`config.mk`:
```
export PLATFORM = sky130hd
export DESIGN_NAME = line_writer_flat
export DESIGN_NICKNAME = d
export VERILOG_FILES = /design/src/source/upscaler_pkg.sv /design/src/source/upscaler_if.sv /design/src/source/line_writer.sv /design/src/flat_wrapper.sv
export VERILOG_INCLUDE_DIRS = /design/src /design/src/source
export SDC_FILE = /design/constraint.sdc
export NUM_CORES = 1
export LEC_CHECK = 0
export BUFFER_PORTS_ARGS = -buffer_cell sky130_fd_sc_hd__buf_2
export CAP_MARGIN = 20
export CORE_UTILIZATION = 35
export CTS_CLUSTER_SIZE = 8
export DETAILED_ROUTE_END_ITERATION = 16
export REMOVE_ABC_BUFFERS = 1
export SYNTH_ARGS = -nofsm -noshare
export SYNTH_HDL_FRONTEND = slang
export SYNTH_SLANG_ARGS = --single-unit
```
`constraint.sdc`:
```
create_clock -name pixel_clk_a -period 1.7 [get_ports pixel_clk_a]
set_input_delay 0.255 -clock pixel_clk_a [delete_from_list [all_inputs] [get_ports pixel_clk_a]]
set_output_delay 0.255 -clock pixel_clk_a [all_outputs]
set_load 0.02 [all_outputs]
```
`src/source/upscaler_config.svh`:
```
`ifndef UPSCALER_CONFIG_SVH
`define UPSCALER_CONFIG_SVH

// bits per colour component
`define COMPONENT_DEPTH 8

// pixels held by one line slot
`define LINE_BUFFER_SIZE 1024

// number of line slots in the ring
`define LINE_BUFFER_COUNT 4

// bits of a pixel position or a line width
`define POS_WIDTH 11

// fraction bits of the scaling step
`define DELTA_WIDTH 8

`endif
```
`src/source/upscaler_pkg.sv`:
```
`default_nettype none

`include "upscaler_config.svh"

package upscaler_pkg;

	// one pixel, red in the top bits
	typedef struct packed {
		logic [`COMPONENT_DEPTH-1:0] red;
		logic [`COMPONENT_DEPTH-1:0] green;
		logic [`COMPONENT_DEPTH-1:0] blue;
	} rgb_t;

	// pixel position or active line width
	typedef logic [`POS_WIDTH-1:0] pos_t;

	// index into the ring of line slots
	typedef logic [$clog2(`LINE_BUFFER_COUNT)-1:0] slot_t;

	// fixed point step, integer part above DELTA_WIDTH fraction bits
	typedef logic [`POS_WIDTH+`DELTA_WIDTH-1:0] step_t;

	// read position accumulator in the same layout as the step
	typedef logic [`POS_WIDTH+`DELTA_WIDTH-1:0] acc_t;

endpackage

`default_nettype wire

```
`src/source/upscaler_if.sv`:
```
`timescale 1ns/1ps
`default_nettype none

// pixel writes from the input side into the line memory
interface line_write_if;
	logic en;
	upscaler_pkg::slot_t slot;
	upscaler_pkg::pos_t pos;
	upscaler_pkg::rgb_t data;

	modport writer (
		output en,
		output slot,
		output pos,
		output data
	);

	modport store (
		input en,
		input slot,
		input pos,
		input data
	);
endinterface


`default_nettype wire

```
`src/source/line_writer.sv`:
```
`timescale 1ns/1ps
`default_nettype none

`include "upscaler_config.svh"

module line_writer (
	input wire pixel_clk_a,
	input wire rst,
	input wire hsync_a,
	input wire hblank_a,
	input wire upscaler_pkg::rgb_t pixel_a,
	line_write_if.writer wr,
	output logic done,
	output upscaler_pkg::slot_t done_slot,
	output upscaler_pkg::pos_t done_width
);

	logic hsync_q;
	logic line_end;
	logic active;
	logic in_range;
	upscaler_pkg::pos_t count;
	upscaler_pkg::slot_t slot;

	assign active = ~hblank_a;
	assign line_end = hsync_q & ~hsync_a;

	// pixels past the end of a slot are not stored
	assign in_range = count < upscaler_pkg::pos_t'(`LINE_BUFFER_SIZE);

	always_ff @(posedge pixel_clk_a) begin
		if (rst) begin
			hsync_q <= 1'b0;
			count <= '0;
			slot <= '0;
			wr.en <= 1'b0;
			done <= 1'b0;
		end else begin
			hsync_q <= hsync_a;
			done <= line_end;
			wr.en <= active & in_range;
			if (line_end) begin
				count <= '0;
				// step round the ring of slots
				if (slot == upscaler_pkg::slot_t'(`LINE_BUFFER_COUNT - 1)) begin
					slot <= '0;
				end else begin
					slot <= slot + 1'b1;
				end
			end else if (active && in_range) begin
				count <= count + 1'b1;
			end
		end
	end

	// write address and colour trail the sample by one cycle
	always_ff @(posedge pixel_clk_a) begin
		wr.slot <= slot;
		wr.pos <= count;
		wr.data <= pixel_a;
		if (line_end) begin
			done_slot <= slot;
			done_width <= count;
		end
	end

endmodule

`default_nettype wire

```
`src/flat_wrapper.sv`:
```
// flat-port wrapper written by rule: the top's interface ports become plain ports
module line_writer_flat 
  (pixel_clk_a, rst, hsync_a, hblank_a, pixel_a, done, done_slot, done_width, wr_en, wr_slot, wr_pos, wr_data);
  line_write_if wr_i ();
  input wire pixel_clk_a;
  input wire rst;
  input wire hsync_a;
  input wire hblank_a;
  input wire upscaler_pkg::rgb_t pixel_a;
  output logic done;
  output upscaler_pkg::slot_t done_slot;
  output upscaler_pkg::pos_t done_width;
  output wire logic [$bits(wr_i.en)-1:0] wr_en;
  output wire logic [$bits(wr_i.slot)-1:0] wr_slot;
  output wire logic [$bits(wr_i.pos)-1:0] wr_pos;
  output wire logic [$bits(wr_i.data)-1:0] wr_data;
  assign wr_en = wr_i.en;
  assign wr_slot = wr_i.slot;
  assign wr_pos = wr_i.pos;
  assign wr_data = wr_i.data;
  line_writer u_core (.pixel_clk_a(pixel_clk_a), .rst(rst), .hsync_a(hsync_a), .hblank_a(hblank_a), .pixel_a(pixel_a), .wr(wr_i), .done(done), .done_slot(done_slot), .done_width(done_width));
endmodule
```
# ---- Word-level counts from Yosys, hierarchy flattened
# Cells that the tools add are included.
# Widths: inputs -> output; s select.
dict set report totals {
  inputBits 28
  register_bits 66
}
dict set report op_classes {
  n_eq_ne 1
  reduce_logical 2
  n_addsub 2
  bitwise_logic 4
  order_cmp 1
  muxes 1
}
# operator n
set ops {}
lappend ops {{$add 11x1->11 const B} 1}
lappend ops {{$lt 11x11->1 const B} 1}
lappend ops {{$add 2x1->2 const B} 1}
lappend ops {{$and 1x1->1} 2}
lappend ops {{$eq 2x2->1 const B} 1}
lappend ops {{$mux 2} 1}
lappend ops {{$not 1->1} 2}
lappend ops {{$reduce_or 2->1} 1}
lappend ops {{$logic_and 1x1->1} 1}

# ---- Longest topological paths before layout
dict set report logic_depth {
  ltp_word 3
  depth_mapped 4
  ltp_nobuf 4
}

# ---- Least setup slack after synthesis
# Ideal clock, no wire load.
dict set report synth_path {
  path_kind {reg2reg}
  start {reg u_core.count[10]}
  end {reg u_core.count[9]}
  required_time_ps 1579
  n_path_buf 1
  slack_ps 119
  arrival_time_ps 1460
  stages_incl_launch_ff 5
  path_cell_list {dfxtp_1 -> or3b_1 -> clkbuf_2 -> nor4_1 -> mux2_2}
}
dict set report synth_via {
  elab_chain_len 2
}
# element line_no
set synth_lines {}
lappend synth_lines {{from (decl)} line_writer.sv:22} ;# upscaler_pkg::pos_t count;
lappend synth_lines {{from (signal assigned)} line_writer.sv:51} ;# count <= count + 1'b1;
lappend synth_lines {{$lt 11x11->1} line_writer.sv:29} ;# assign in_range = count < upscaler_pkg::pos_t'(`LINE_BUFFER_SIZE);
lappend synth_lines {{$logic_and 1x1->1} line_writer.sv:50} ;# end else if (active && in_range) begin
# Every way passes these cells.
# A chain may end at the register's enable or synchronous reset.

# ---- Worst setup path in the final report
dict set report layout_path {
  start {reg u_core.count[2]}
  end {reg u_core.count[9]}
}
dict set report layout_via {
  elab_chain_len 2
  elab_cells_between_ends 3
  cone_classes {add/sub (1); order compare (1); reduce/logical (1)}
}
# element line_no
set layout_lines {}
lappend layout_lines {{$lt 11x11->1} line_writer.sv:29}
lappend layout_lines {{$logic_and 1x1->1} line_writer.sv:50}
# Parallel ways exist; a longest one is shown, timed or not.

==> summary.txt <==
Power and ir drop
  • LEAKAGE: 1.21 nW
  • Power Dens Cells: 1100 mW/mm2
  • Total Power: 0.00297 W
  • Worst IR Drop VDD: approximately 0.00064 V

Clock network
  • H-tree levels: 3
  • # Post-CTS Setup Buffers: 0
  • Root Driver: clkbuf_8
  • Clock latency on the worst-skew pair: 0.33 ns
  • Clock Path Buffers: 2
  • Clock-pin slew of the registers on the worst-case setup and hold paths: 0.07 ns
  • Clock sink total: 66
  • CTS tree: done
  • Post-CTS Resized: 0
  • Inserted Clock Buffers: 9

STA
  • Max-Slew Margin vs Limit: 70.8%
  • TNS Setup: 0 ns
  • Final setup vio count: 0
  • Slew @ Worst Pin: 0.438 ns
  • Hold Fails Final Rpt: 0
  • Worst Skew: 0.00389 ns
  • Final worst slack: 0.121 ns
  • Max Clk Rate: 0.633 GHz
  • Pins over their slew limit: 0
  • Fin crit share: 92.9%
  • RSZ-0062 raised after global routing: no
  • Min cycle time layout: between 1.5 and 2 ns

Routing
  • Detailed-route via count: 1308
  • TritonRoute pass-1 iters: 4
  • Via/cell ratio: 4.18
  • Post-route antenna net violation count: 0
  • Avg WL per Cell: 11.7 um
  • DRT Wirelength: approximately 3700 um
  • 1st-iter DRT viols: 22
  • Drc violations: 0

Hold path
  • Hold path depth: 1
  • Hold Path Class: in -> reg

Placed design
  • Post-detail-place hpwl: ~2300 um
  • GPL Wtd Cong: between 0.6 and 0.7
  • Pre-CTS setup slack: 0.0576 ns
  • Port buffer count: 79
  • Placed cell count: 277

Flow run
  • Max_cap viols: 0

Floorplanning
  • Die Wd: 73.9 um
  • Core ar.: 0.00485 mm2
  • Num ports: 80
  • Die H: about 74 um
  • Initial Util: 37.4%
  • # rows: 25
  • Die area: 0.00547 mm2

Global route
  • Total GRT Usage: 13.4%
  • First-pass GRT wire length: 5110 um
  • Vias in the first global route: approximately 1100
  • GRT overflow: 0
  • Initial antenna violation count: 0
  • Largest net degree at the start of global routing: 13

Final layout
  • Diode count: 0
  • Final core utilization: 55.6%
  • Share of layout cells above drive strength 1: 42.3%
  • Final Net Count: 271
  • Most common cell after layout, fill and taps aside: buf_2
  • Finished Layout Cells: 313
  • Fillcell total: 426
  • Layout area overhead: 48.7%
  • Commonest non-fill, non-tap cells in the layout: 79 x buf_2, 53 x dfxtp_1, 20 x dlygate4sd3_1, 13 x edfxtp_1

Synthesis
  • Avg Cell Area, Syn: 14.4 um2
  • Synth unique cells: 26
  • Synth warnings: 0
  • Post-Syn Area: 0.00181 mm2
  • Mapped Cells: approximately 130
  • Yosys reg bits: 66
  • Post-synthesis sequential area ratio: 80.1%

Worst setup path
  • Worst path max stage delay: approximately 0.44 ns
  • Crit path launch type: flop
  • WP data required: 1.92 ns
  • Crit path DAT: 1.80 ns
  • Worst R2R Path Depth: 3
  • Crit Path Class: reg -> reg
  • Crit end category: flop
  • Worst path cell trace: or3b_1 > nor4_1 > mux2_2
  • R2R Setup Slk: 0.12 ns
  • Slowest CP cell: or3b_1
  • Crit Path Max Fanout: 7

Outcome
  • Run status: finished, final reports clean
worst max-delay path: cells and delay by family, from the launching register on:
| kind | cells | cell delay (ns) |
|---|---|---|
| simple gates | 2 | 0.77 |
| mux | 1 | 0.36 |
| flops | 1 | 0.33 |
metrics by stage:
step / instance area (um2) / hold slack, ns
3_5_place_dp: 2330 / 0.359
6_report: 2690 / 0.0244
5_1_grt: 2690 / 0.00196
2_1_floorplan: 1800 / 0.283
3_3_place_gp: 2330 / 0.358
4_1_cts: 2610 / 0.00115
what timing repair did:
item | 4_1_cts | 5_1_grt
hold endpoints to repair | 12 | 8
hold buffers | 12 | 8
setup endpoints to repair | 0 | 0
logic make-up after synthesis:
logic type / synth area share, %
buf+inv: 1.93
simple gates: 9.60
xor+xnor: 0.967
fa+ha+maj: 1.38
flops: 80.1
mux: 1.17
compound gates: 4.83
per-layer routing:
metal / wire length (um) / track usage, % / up-vias / share of wire (%)
met5: 0 / 0 / - / 0
met4: 55 / 7.69 / 0 / 1.5
met3: 330 / 8.54 / 5 / 9.0
met2: 1780 / 20.7 / 48 / 49
met1: 1490 / 13.8 / 585 / 41
li1: - / - / 670 / -
worst paths after layout:
check	from	end
setup / recovery	u_core.count[2]	u_core.count[9]
hold / removal	pixel_a[19]	u_core.wr.data[19]
setup reg to reg	u_core.count[2]	u_core.count[9]
hold reg to reg	u_core.count[9]	u_core.wr.pos[9]
cells in the mapped netlist:
library cell | count | share of area [%]
a21oi_1 | 9 | 2.5
buf_6 | 1 | 0.62
clkbuf_2 | 1 | 0.28
dfxtp_1 | 53 | 59
edfxtp_1 | 13 | 22
ha_1 | 2 | 1.4
inv_1 | 5 | 1.0
mux2_2 | 1 | 0.62
mux2i_1 | 1 | 0.55
nand2_1 | 6 | 1.2
nand2b_1 | 2 | 0.69
nand3_1 | 1 | 0.28
nand4_1 | 1 | 0.35
nand4bb_1 | 1 | 0.62
nor2_1 | 6 | 1.2
nor2b_1 | 1 | 0.35
nor3_1 | 3 | 0.83
nor3b_1 | 1 | 0.41
nor4_1 | 1 | 0.35
o21ai_0 | 4 | 1.1
o31ai_1 | 3 | 1.2
or3_1 | 2 | 0.69
or3_2 | 1 | 0.41
or3b_1 | 1 | 0.48
or4_1 | 4 | 1.7
xnor2_1 | 2 | 0.97
sequential cells by signal (all words and copies together) (netlist names):
register / count
u_core.wr.data: 24
u_core.count: 11
u_core.hsync_q: 1
u_core.wr.pos: 11
u_core.slot: 2
u_core.wr.en: 1
u_core.wr.slot: 2
u_core.done_width: 11
u_core.done: 1
u_core.done_slot: 2
final cells by class:
type / instances / area, um2 / area share [%]
Clock buffer: 9 / 124 / 4.60
Clock inverter: 7 / 42.5 / 1.58
Sequential cell: 66 / 1450 / 53.9
Inverter: 5 / 18.8 / 0.697
Multi-Input combinational cell: 53 / 325 / 12.1
Timing Repair Buffer: 106 / 648 / 24.1
Tap cell: 67 / 83.8 / 3.11
power breakdown:
part	total (W)	switching, W	internal, W	leakage, nW
Clock	0.00110	0.000573	0.000524	0.0939
Combinational	0.000212	0.000113	0.0000985	0.547
Sequential	0.00166	0.0000135	0.00164	0.568
No activity file was read; power rests on OpenSTA's default activity.
