$ cat config.mk
export PLATFORM = sky130hd
export DESIGN_NAME = line_reader_flat
export DESIGN_NICKNAME = d
export VERILOG_FILES = /design/src/source/upscaler_pkg.sv /design/src/source/upscaler_if.sv /design/src/source/line_reader.sv /design/src/source/step_divider.sv /design/src/flat_wrapper.sv
export VERILOG_INCLUDE_DIRS = /design/src /design/src/source
export SDC_FILE = /design/constraint.sdc
export NUM_CORES = 1
export LEC_CHECK = 0
export BUFFER_PORTS_ARGS = -buffer_cell sky130_fd_sc_hd__buf_4
export CORE_ASPECT_RATIO = 2
export CORE_MARGIN = 2
export CORE_UTILIZATION = 50
export DETAILED_ROUTE_END_ITERATION = 16
export HOLD_SLACK_MARGIN = 0.12
export PLACE_DENSITY = 0.69
export SETUP_SLACK_MARGIN = 0.02
export SYNTH_ARGS = -nofsm -noshare
export SYNTH_HDL_FRONTEND = slang
export SYNTH_SLANG_ARGS = --single-unit
export TNS_END_PERCENT = 1
$ cat constraint.sdc
create_clock -name pixel_clk_b -period 4.3 [get_ports pixel_clk_b]
set_input_delay 0.86 -clock pixel_clk_b [delete_from_list [all_inputs] [get_ports pixel_clk_b]]
set_output_delay 0.86 -clock pixel_clk_b [all_outputs]
set_load 0.03 [all_outputs]
$ cat src/source/upscaler_config.svh
`ifndef UPSCALER_CONFIG_SVH
`define UPSCALER_CONFIG_SVH

// bits per colour component
`define COMPONENT_DEPTH 8

// pixels held by one line slot
`define LINE_BUFFER_SIZE 1024

// number of line slots in the ring
`define LINE_BUFFER_COUNT 4

// bits of a pixel position or a line width
`define POS_WIDTH 11

// fraction bits of the scaling step
`define DELTA_WIDTH 8

`endif
$ cat src/source/upscaler_pkg.sv
`default_nettype none

`include "upscaler_config.svh"

package upscaler_pkg;

	// one pixel, red in the top bits
	typedef struct packed {
		logic [`COMPONENT_DEPTH-1:0] red;
		logic [`COMPONENT_DEPTH-1:0] green;
		logic [`COMPONENT_DEPTH-1:0] blue;
	} rgb_t;

	// pixel position or active line width
	typedef logic [`POS_WIDTH-1:0] pos_t;

	// index into the ring of line slots
	typedef logic [$clog2(`LINE_BUFFER_COUNT)-1:0] slot_t;

	// fixed point step, integer part above DELTA_WIDTH fraction bits
	typedef logic [`POS_WIDTH+`DELTA_WIDTH-1:0] step_t;

	// read position accumulator in the same layout as the step
	typedef logic [`POS_WIDTH+`DELTA_WIDTH-1:0] acc_t;

endpackage

`default_nettype wire

$ cat src/source/upscaler_if.sv
`timescale 1ns/1ps
`default_nettype none


// reads from the output side, data follows en by one cycle
interface line_read_if;
	logic en;
	upscaler_pkg::slot_t slot;
	upscaler_pkg::pos_t pos;
	upscaler_pkg::rgb_t data;

	modport reader (
		output en,
		output slot,
		output pos,
		input data
	);

	modport store (
		input en,
		input slot,
		input pos,
		output data
	);
endinterface

`default_nettype wire

$ cat src/source/line_reader.sv
`timescale 1ns/1ps
`default_nettype none

`include "upscaler_config.svh"

module line_reader (
	input wire pixel_clk_b,
	input wire rst,
	input wire hsync_b,
	input wire hblank_b,
	input wire line_ready,
	input wire upscaler_pkg::slot_t ready_slot,
	input wire upscaler_pkg::pos_t ready_width,
	line_read_if.reader rd,
	output upscaler_pkg::rgb_t pixel_b
);

	localparam int DW = `DELTA_WIDTH;
	localparam int AW = $bits(upscaler_pkg::acc_t);

	logic hsync_q;
	logic line_end;
	logic active;
	upscaler_pkg::slot_t newest_slot;
	upscaler_pkg::pos_t newest_width;
	upscaler_pkg::slot_t in_slot_now;
	upscaler_pkg::pos_t in_width_now;
	upscaler_pkg::slot_t line_slot;
	upscaler_pkg::pos_t line_width;
	upscaler_pkg::pos_t out_count;
	logic widths_ok;
	logic started;
	logic step_ok;
	upscaler_pkg::step_t step;
	upscaler_pkg::step_t div_dividend;
	upscaler_pkg::step_t div_quotient;
	logic div_done;
	upscaler_pkg::acc_t acc;
	logic [AW:0] acc_sum;
	upscaler_pkg::pos_t acc_int;
	upscaler_pkg::pos_t read_pos;
	logic act_d1;
	logic act_d2;

	assign active = ~hblank_b;
	assign line_end = hsync_q & ~hsync_b;

	// a line arriving on the same cycle already counts as newest
	assign in_slot_now = line_ready ? ready_slot : newest_slot;
	assign in_width_now = line_ready ? ready_width : newest_width;
	assign div_dividend = {in_width_now, {DW{1'b0}}};

	assign acc_sum = {1'b0, acc} + {1'b0, step};
	assign acc_int = acc[AW-1:DW];

	// hold at the last stored pixel
	assign read_pos = (acc_int >= line_width) ? line_width - 1'b1 : acc_int;

	step_divider u_divider (
		.pixel_clk_a(pixel_clk_b),
		.rst(rst),
		.start(line_end),
		.dividend(div_dividend),
		.divisor(out_count),
		.done(div_done),
		.quotient(div_quotient)
	);

	always_ff @(posedge pixel_clk_b) begin
		if (rst) begin
			hsync_q <= 1'b0;
			newest_slot <= '0;
			newest_width <= '0;
			out_count <= '0;
			widths_ok <= 1'b0;
			started <= 1'b0;
			step_ok <= 1'b0;
			acc <= '0;
			rd.en <= 1'b0;
			act_d1 <= 1'b0;
			act_d2 <= 1'b0;
			pixel_b <= '0;
		end else begin
			hsync_q <= hsync_b;
			newest_slot <= in_slot_now;
			newest_width <= in_width_now;
			if (line_end) begin
				out_count <= '0;
				widths_ok <= (in_width_now != '0) && (out_count != '0);
				started <= 1'b0;
				step_ok <= 1'b0;
				acc <= '0;
			end else begin
				if (active) begin
					started <= 1'b1;
					acc <= acc_sum[AW] ? '1 : acc_sum[AW-1:0];
					if (out_count != '1) begin
						out_count <= out_count + 1'b1;
					end
				end
				// a step that lands after active has begun is ignored
				if (div_done && !started && !active) begin
					step_ok <= widths_ok;
				end
			end
			rd.en <= active;
			act_d1 <= active & step_ok;
			act_d2 <= act_d1;
			pixel_b <= act_d2 ? rd.data : '0;
		end
	end

	always_ff @(posedge pixel_clk_b) begin
		if (line_end) begin
			line_slot <= in_slot_now;
			line_width <= in_width_now;
		end
		if (div_done && !started && !active) begin
			step <= div_quotient;
		end
		rd.slot <= line_slot;
		rd.pos <= read_pos;
	end

endmodule

`default_nettype wire

$ cat src/source/step_divider.sv
`timescale 1ns/1ps
`default_nettype none

module step_divider (
	input wire pixel_clk_a,
	input wire rst,
	input wire start,
	input wire upscaler_pkg::step_t dividend,
	input wire upscaler_pkg::pos_t divisor,
	output logic done,
	output upscaler_pkg::step_t quotient
);

	localparam int W = $bits(upscaler_pkg::step_t);
	localparam int PW = $bits(upscaler_pkg::pos_t);
	localparam int CW = $clog2(W + 1);

	logic busy;
	logic finish;
	logic fits;
	logic tail_zero;
	logic [CW-1:0] remaining;
	upscaler_pkg::pos_t rem;
	upscaler_pkg::pos_t div_q;
	upscaler_pkg::step_t work;
	upscaler_pkg::step_t upper_mask;
	logic [PW:0] trial;

	// work holds the unused dividend bits on top and quotient bits below
	assign trial = {rem, work[W-1]};
	assign fits = trial >= {1'b0, div_q};

	// all further quotient bits are zero once nothing is left to divide
	assign upper_mask = ~(upscaler_pkg::step_t'('1) >> remaining);
	assign tail_zero = (rem == '0) && ((work & upper_mask) == '0);
	assign finish = (remaining == '0) || tail_zero;

	always_ff @(posedge pixel_clk_a) begin
		if (rst) begin
			busy <= 1'b0;
			done <= 1'b0;
			remaining <= '0;
		end else begin
			done <= 1'b0;
			if (start) begin
				busy <= 1'b1;
				remaining <= CW'(W);
			end else if (busy) begin
				if (finish) begin
					busy <= 1'b0;
					done <= 1'b1;
				end else begin
					remaining <= remaining - 1'b1;
				end
			end
		end
	end

	always_ff @(posedge pixel_clk_a) begin
		if (start) begin
			rem <= '0;
			div_q <= divisor;
			work <= dividend;
		end else if (busy) begin
			if (finish) begin
				// move the quotient bits up past the skipped zeros
				quotient <= work << remaining;
			end else begin
				rem <= fits ? upscaler_pkg::pos_t'(trial - {1'b0, div_q}) : trial[PW-1:0];
				work <= {work[W-2:0], fits};
			end
		end
	end

endmodule

`default_nettype wire

$ cat src/flat_wrapper.sv
// flat-port wrapper written by rule: the top's interface ports become plain ports
module line_reader_flat 
  (pixel_clk_b, rst, hsync_b, hblank_b, line_ready, ready_slot, ready_width, pixel_b, rd_en, rd_slot, rd_pos, rd_data);
  line_read_if rd_i ();
  input wire pixel_clk_b;
  input wire rst;
  input wire hsync_b;
  input wire hblank_b;
  input wire line_ready;
  input wire upscaler_pkg::slot_t ready_slot;
  input wire upscaler_pkg::pos_t ready_width;
  output upscaler_pkg::rgb_t pixel_b;
  output wire logic [$bits(rd_i.en)-1:0] rd_en;
  output wire logic [$bits(rd_i.slot)-1:0] rd_slot;
  output wire logic [$bits(rd_i.pos)-1:0] rd_pos;
  input wire logic [$bits(rd_i.data)-1:0] rd_data;
  assign rd_en = rd_i.en;
  assign rd_slot = rd_i.slot;
  assign rd_pos = rd_i.pos;
  assign rd_i.data = rd_data;
  line_reader u_core (.pixel_clk_b(pixel_clk_b), .rst(rst), .hsync_b(hsync_b), .hblank_b(hblank_b), .line_ready(line_ready), .ready_slot(ready_slot), .ready_width(ready_width), .rd(rd_i), .pixel_b(pixel_b));
endmodule
=== Yosys cells after proc, flatten, opt, wreduce, memory -nomap -nowiden ===
Cells that the tools add are included.

* Mux-type cells: 15
* Shift operators: 2
* Add/subtract/negate cells: 5
* Equality and inequality tests: 2
* Bitwise logic cells: 10
* Reduce and logical (&&, ||, !) cells: 19
* $lt $le $gt $ge: 2

{| class="wikitable"
|+ Operator list
! operator !! number
|-
| 19-bit 2-to-1 mux || 4
|-
| 11-bit 2-to-1 mux || 3
|-
| 11-bit nonzero test || 2
|-
| 19-bit by 19-bit adder with 20-bit output || 1
|-
| 19-bit AND || 1
|-
| 19-bit zero test || 1
|-
| 19-bit inverter || 1
|-
| 19-bit by 5-bit << shifter with 19-bit output || 1
|-
| 19-bit by 5-bit >> shifter with 19-bit output (first input constant) || 1
|-
| 5-bit 2-to-1 mux || 3
|-
| 12-bit by 11-bit greater-or-equal comparator with 1-bit output || 1
|-
| 11-bit by 1-bit adder with 11-bit output (second input constant) || 1
|-
| 11-bit greater-or-equal comparator || 1
|-
| 11-bit zero test || 1
|-
| 11-bit != test (second input constant) || 1
|-
| 11-bit by 1-bit subtractor with 11-bit output (second input constant) || 1
|-
| 11-bit subtractor || 1
|-
| 1-bit inverter || 6
|-
| 2-bit AND reduction || 3
|-
| 5-bit zero test || 1
|-
| 5-bit by 1-bit subtractor with 5-bit output (second input constant) || 1
|-
| 1-bit logical AND || 4
|-
| 1-bit 2-to-1 mux || 4
|-
| 2-bit OR reduction || 2
|-
| other kinds (8) || 9
|}

* Bits in registers: 186
* Word-level logic and storage cells: 83
* Output and inout port bits: 38

=== Longest topological paths before layout ===
* Word-level depth: 9
* Gate-level depth with buffers: 12
* Depth with buffers taken out: 10

=== Modules after synthesis ===
A second synthesis with hierarchy kept.

* Cells, all modules: 910
* Area, all modules: 9,499.1 um2

{| class="wikitable"
|+ Modules (own cells, without submodules)
! module !! area each (um2) !! seq. area each (um2) !! cells an instance !! times used
|-
| line_reader || 5,321.4 || 2,702.6 || 507 || 1
|-
| step_divider || 4,177.8 || 1,831.8 || 403 || 1
|}

=== Worst setup path after synthesis ===
OpenSTA, ideal clock, no wires.

* Kind: reg-to-reg
* Start point: reg u_core.u_divider.remaining[1]
* End point: reg u_core.u_divider.quotient[0], enable pin
* Stages on the path, launching flop included: 11
* Period minus slack after synthesis: 3.411 ns
* Data required time: 3.905 ns
* Path buffers: 2
* Data arrival time: 3.016 ns
* Path slack: 0.889 ns
* Cells stage by stage: dfxtp_1 > clkbuf_1 > buf_1 > inv_1 > ha_1 > o211ai_1 > a2111o_1 > a2111oi_4 > nand2b_1 > nand2_1 > nor2_1

* Longest elaborated chain between the ends: 7
* Elaborated cells on any way between the ends: 8
* Those cells by class: shift: 1; bitwise: 2; reduce/logical: 5

{| class="wikitable"
|+ RTL lines
! element !! line !! source
|-
| start: declaration || step_divider.sv:22 || <nowiki>logic [CW-1:0] remaining;</nowiki>
|-
| start signal: assignment || step_divider.sv:47 || <nowiki>remaining <= CW'(W);</nowiki>
|-
| start signal: assignment || step_divider.sv:53 || <nowiki>remaining <= remaining - 1'b1;</nowiki>
|-
| 19-bit by 5-bit >> shifter with 19-bit output || step_divider.sv:34 || <nowiki>assign upper_mask = ~(upscaler_pkg::step_t'('1) >> remaining);</nowiki>
|-
| 19-bit inverter || step_divider.sv:34 ||
|-
| 19-bit AND || step_divider.sv:35 || <nowiki>assign tail_zero = (rem == '0) && ((work & upper_mask) == '0);</nowiki>
|-
| 19-bit zero test || step_divider.sv:35 ||
|-
| 1-bit logical AND || step_divider.sv:35 ||
|-
| 1-bit logical OR * || step_divider.sv:36 || <nowiki>assign finish = (remaining == '0) || tail_zero;</nowiki>
|-
| 3-bit AND reduction (no line) * || - ||
|-
| end signal: assignment || step_divider.sv:67 || <nowiki>quotient <= work << remaining;</nowiki>
|-
| end: declaration || step_divider.sv:11 || <nowiki>output upscaler_pkg::step_t quotient</nowiki>
|}

Every way passes the cells marked *; elsewhere a longest branch is shown, timed or not.
A chain may end at the register's enable or synchronous reset.

=== Worst setup path in the final report ===
* Start point: reg u_core.u_divider.remaining[0]
* End point: reg u_core.u_divider.work[11], enable pin

* Longest elaborated chain between the ends: 8
* Elaborated cells on any way between the ends: 9
* Those cells by class: eq/ne: 1; shift: 1; bitwise: 2; reduce/logical: 5

{| class="wikitable"
|+ RTL lines
! element !! line !! source
|-
| 19-bit by 5-bit >> shifter with 19-bit output || step_divider.sv:34 ||
|-
| 19-bit inverter || step_divider.sv:34 ||
|-
| 19-bit AND || step_divider.sv:35 ||
|-
| 19-bit zero test || step_divider.sv:35 ||
|-
| 1-bit logical AND || step_divider.sv:35 ||
|-
| 1-bit logical OR * || step_divider.sv:36 ||
|-
| 2-bit by 1-bit != test with 1-bit output (no line) * || - ||
|-
| 2-bit AND reduction (no line) * || - ||
|-
| end signal: assignment || step_divider.sv:63 || <nowiki>work <= dividend;</nowiki>
|-
| end signal: assignment || step_divider.sv:70 || <nowiki>work <= {work[W-2:0], fits};</nowiki>
|-
| end: declaration || step_divider.sv:25 || <nowiki>upscaler_pkg::step_t work;</nowiki>
|}

Marks and branches as above.

==> flow_metrics.env <==
export IMPL_ys_seq_area_share_pct=48.6
export IMPL_hold_slack_ns=0.342
export IMPL_crit_buf_inv=3
export IMPL_start_kind="flop"
export IMPL_synth_compound_area_share_pct=15.8
export IMPL_crit_top_cell="buf_4"
export IMPL_ctsLongestPathBuffers=2
export IMPL_numCtsBuffers=17
export IMPL_cts_tree="done"
export IMPL_drtIter0Drc=337
export IMPL_num_antenna_cells=0
export IMPL_drv_cap=0
export IMPL_setup_slack_ns=1.08
export IMPL_reg2reg_slack_ns=1.08
export IMPL_design_core_area_mm2=0.0181
export IMPL_required_ns=4.37
export IMPL_peakVddDrop_mv=0.252
export IMPL_rsz0062_at_grt="no"
export IMPL_fin_crit_sh_pct=74.8
export IMPL_yosysTopAreaCell="dfxtp_1"
export IMPL_period_needed_ns=3.22
export IMPL_avgSynthCellArea_um2=9.80
export IMPL_synth_edff_count=73
export IMPL_syn_area_mm2=0.00916
export IMPL_critPathArrivalTime_ns=3.29
export IMPL_post_cts_resized=0
export IMPL_crit_type="flop to flop"
export IMPL_critPathSlowestCell="dfxtp_1"
export IMPL_setup_tns_ns=0
export IMPL_setup_violations=0
export IMPL_worst_pin_slew_ns=1.07
export IMPL_worst_path_max_fanout=22
export IMPL_cp_cell_sequence="clkinv_1, buf_4, ha_1, nor2b_1, o32ai_1, o211ai_1, a2111oi_4, or2_1, buf_4, nand2_1"
export IMPL_clk_latency_ns=0.43
export IMPL_ctsHoldBuffers=0
export IMPL_synthMuxAreaShare_pct=5.63
export IMPL_clk_pin_slew_ns=0.07
export IMPL_fmax_ghz=0.311
export IMPL_cts_root_buf="clkbuf_16"
export IMPL_grt_pass1_vias=7077
export IMPL_async_flop_share_pct=0
export IMPL_syn_instance_count=934
export IMPL_drc=0
export IMPL_yosys_top_cells_area="dfxtp_1 25%, edfxtp_1 24%, ha_1 6.4%, mux2i_1 4.2%, a21oi_1 3.4%"
export IMPL_hp_class="flop to flop"
export IMPL_vias=7072
export IMPL_synth_simple_area_share_pct=14.6
export IMPL_drive_gt1_share_pct=13.5
export IMPL_gp_congestion=0.933
export IMPL_slowest_delay_ns=0.76
export IMPL_drt_pre_antenna_iters=5
export IMPL_antenna_left=0
export IMPL_wl_per_cell_um=17.8
export IMPL_die_w_um=99.7
export IMPL_yosys_most_used_dff="dfxtp_1"
export IMPL_ios=80
export IMPL_die_h_um=195
export IMPL_fillerInstances=1596
export IMPL_hpwl_um=16800
export IMPL_grt_pass1_wl_um=35100
export IMPL_start_util_pct=50.5
export IMPL_synth_xor_area_share_pct=3.83
export IMPL_drt_total_wl_um=22000
export IMPL_maxSlewHeadroom_pct=28.7
export IMPL_cts_setup_buffers=0
export IMPL_antenna_found_initial=0
export IMPL_synth_fa_ha_area_share_pct=6.86
export IMPL_syn_nets=1025
export IMPL_grt_max_degree=43
export IMPL_finClkSkew_ns=0.00786
export IMPL_clock_sink_count=186
export IMPL_power_leakage_uw=0.00433
export IMPL_yosysWarnings=0
export IMPL_crit_path_end_kind="flop"
export IMPL_cp_top_family="flip-flops"
export IMPL_grt_overflow=0
export IMPL_finalHoldViolations=0
export IMPL_synth_top_area_share_pct=24.7
export IMPL_synth_top_family_by_area="compound AO/OA/AOI/OAI gates"
export IMPL_avgViaCountPerCell=5.73
export IMPL_ys_types=60
export IMPL_rows=70
export IMPL_power_density_mw_per_mm2=420
export IMPL_layout_area_overhead_vs_synth_pct=14.6
export IMPL_yosysMostFrequentCell="dfxtp_1"
export IMPL_synth_common_cells="113 x dfxtp_1, 75 x nor2_1, 73 x edfxtp_1"
export IMPL_drv_slew=0
export IMPL_pre_cts_slack_ns=1.12
export IMPL_die_area_mm2=0.0195
export IMPL_io_buffers=79
export IMPL_htree_num_levels=4
export IMPL_status="finished clean"
export IMPL_layout_nets=1096
export IMPL_track_usage_pct=23.2
export IMPL_synth_seq_cells=186
-- layout make-up --
class	instances	area [µm²]	share of cell area, %
multi-input cells	638	4280	40.8
flip-flops and latches	186	4450	42.5
well taps	216	270	2.58
repair buffers	92	691	6.58
clock buffers	20	437	4.16
inverters	70	263	2.50
clock inverters	12	100	0.954
-- stage by stage --
stage / area (µm²) / std cells / power (µW) / utilization [%]
3_5_place_dp: 9950 / 1202 / 2990 / 54.9
3_3_place_gp: 9950 / 1202 / 2980 / 54.9
4_1_cts: 10500 / 1234 / 4440 / 57.9
5_1_grt: 10500 / 1234 / 4620 / 57.9
2_1_floorplan: 9160 / 934 / 2710 / -
6_report: 10500 / 1234 / 4400 / 57.9
-- per-layer routing --
layer	GRT usage [%]	share of wire, %
met2	45.3	59
met5	0	0
met4	15.3	5.8
met1	21.6	33
met3	2.79	2.0
-- path summary, 6_finish.rpt --
check / startpoint / end / cells past startpoint
min reg2reg: u_core.line_slot[0] / u_core.rd.slot[0] / 0
max reg2reg: u_core.u_divider.remaining[0] / u_core.u_divider.work[11] / 10
min: u_core.line_slot[0] / u_core.rd.slot[0] / 0
max: u_core.u_divider.remaining[0] / u_core.u_divider.work[11] / 10
-- kinds of logic (layout without fill, tap and decap cells) --
logic type | Yosys count | count (layout)
compound gates | 221 | 221
xor+xnor | 40 | 40
fa+ha+maj | 49 | 49
buf+inv | 110 | 194
flops | 186 | 186
mux | 50 | 50
simple gates | 278 | 278
-- state kept, by name, summed over array words and instances (netlist names), 2 cells and up --
name,cells
u_core.out_count,11
u_core.u_divider.div_q,11
u_core.newest_width,11
u_core.u_divider.work,19
u_core.rd.slot,2
u_core.rd.pos,11
u_core.line_width,11
u_core.line_slot,2
u_core.acc,19
u_core.u_divider.remaining,5
u_core.u_divider.rem,11
u_core.u_divider.quotient,19
u_core.step,19
u_core.pixel_b,24
u_core.newest_slot,2
-- where the power goes --
group / internal [µW] / switching (µW) / leakage [µW] / total [µW]
logic: 384 / 557 / 0.00247 / 941
clock network: 793 / 648 / 0.000253 / 1440
registers: 1930 / 86.7 / 0.00161 / 2020
-- worst register-to-register path, stage by stage (launching register included) --
cell	delay, ns
dfxtp_1	0.76
clkinv_1	0.17
buf_4	0.24
ha_1	0.28
nor2b_1	0.12
o32ai_1	0.08
o211ai_1	0.30
a2111oi_4	0.09
or2_1	0.26
buf_4	0.18
nand2_1	0.37
-- cells in the final DEF, fill, tap and decap left out, drive strengths merged, types with 3 or more instances in the layout --
cell type	Yosys	routed
dfxtp	113	113
buf	11	92
nor2	76	76
edfxtp	73	73
nand2	71	71
inv	68	70
a21oi	62	62
o21ai	50	50
ha	47	47
mux2i	38	38
and2	31	31
xnor2	25	25
nand3	25	25
a221oi	20	20
clkbuf	29	20
nand4	15	15
xor2	15	15
a31oi	13	13
a211oi	13	13
mux2	12	12
nor3	12	12
nor2b	11	11
a21o	10	10
o211ai	10	10
nor4	9	9
o21a	9	9
clkinv	2	8
or3	7	7
nand2b	6	6
and3	5	5
o22ai	4	4
or2	4	4
o2bb2ai	3	3
o31a	3	3
o31ai	3	3
clkinvlp	0	3
Note: power is estimated with default switching activity, not from simulation.
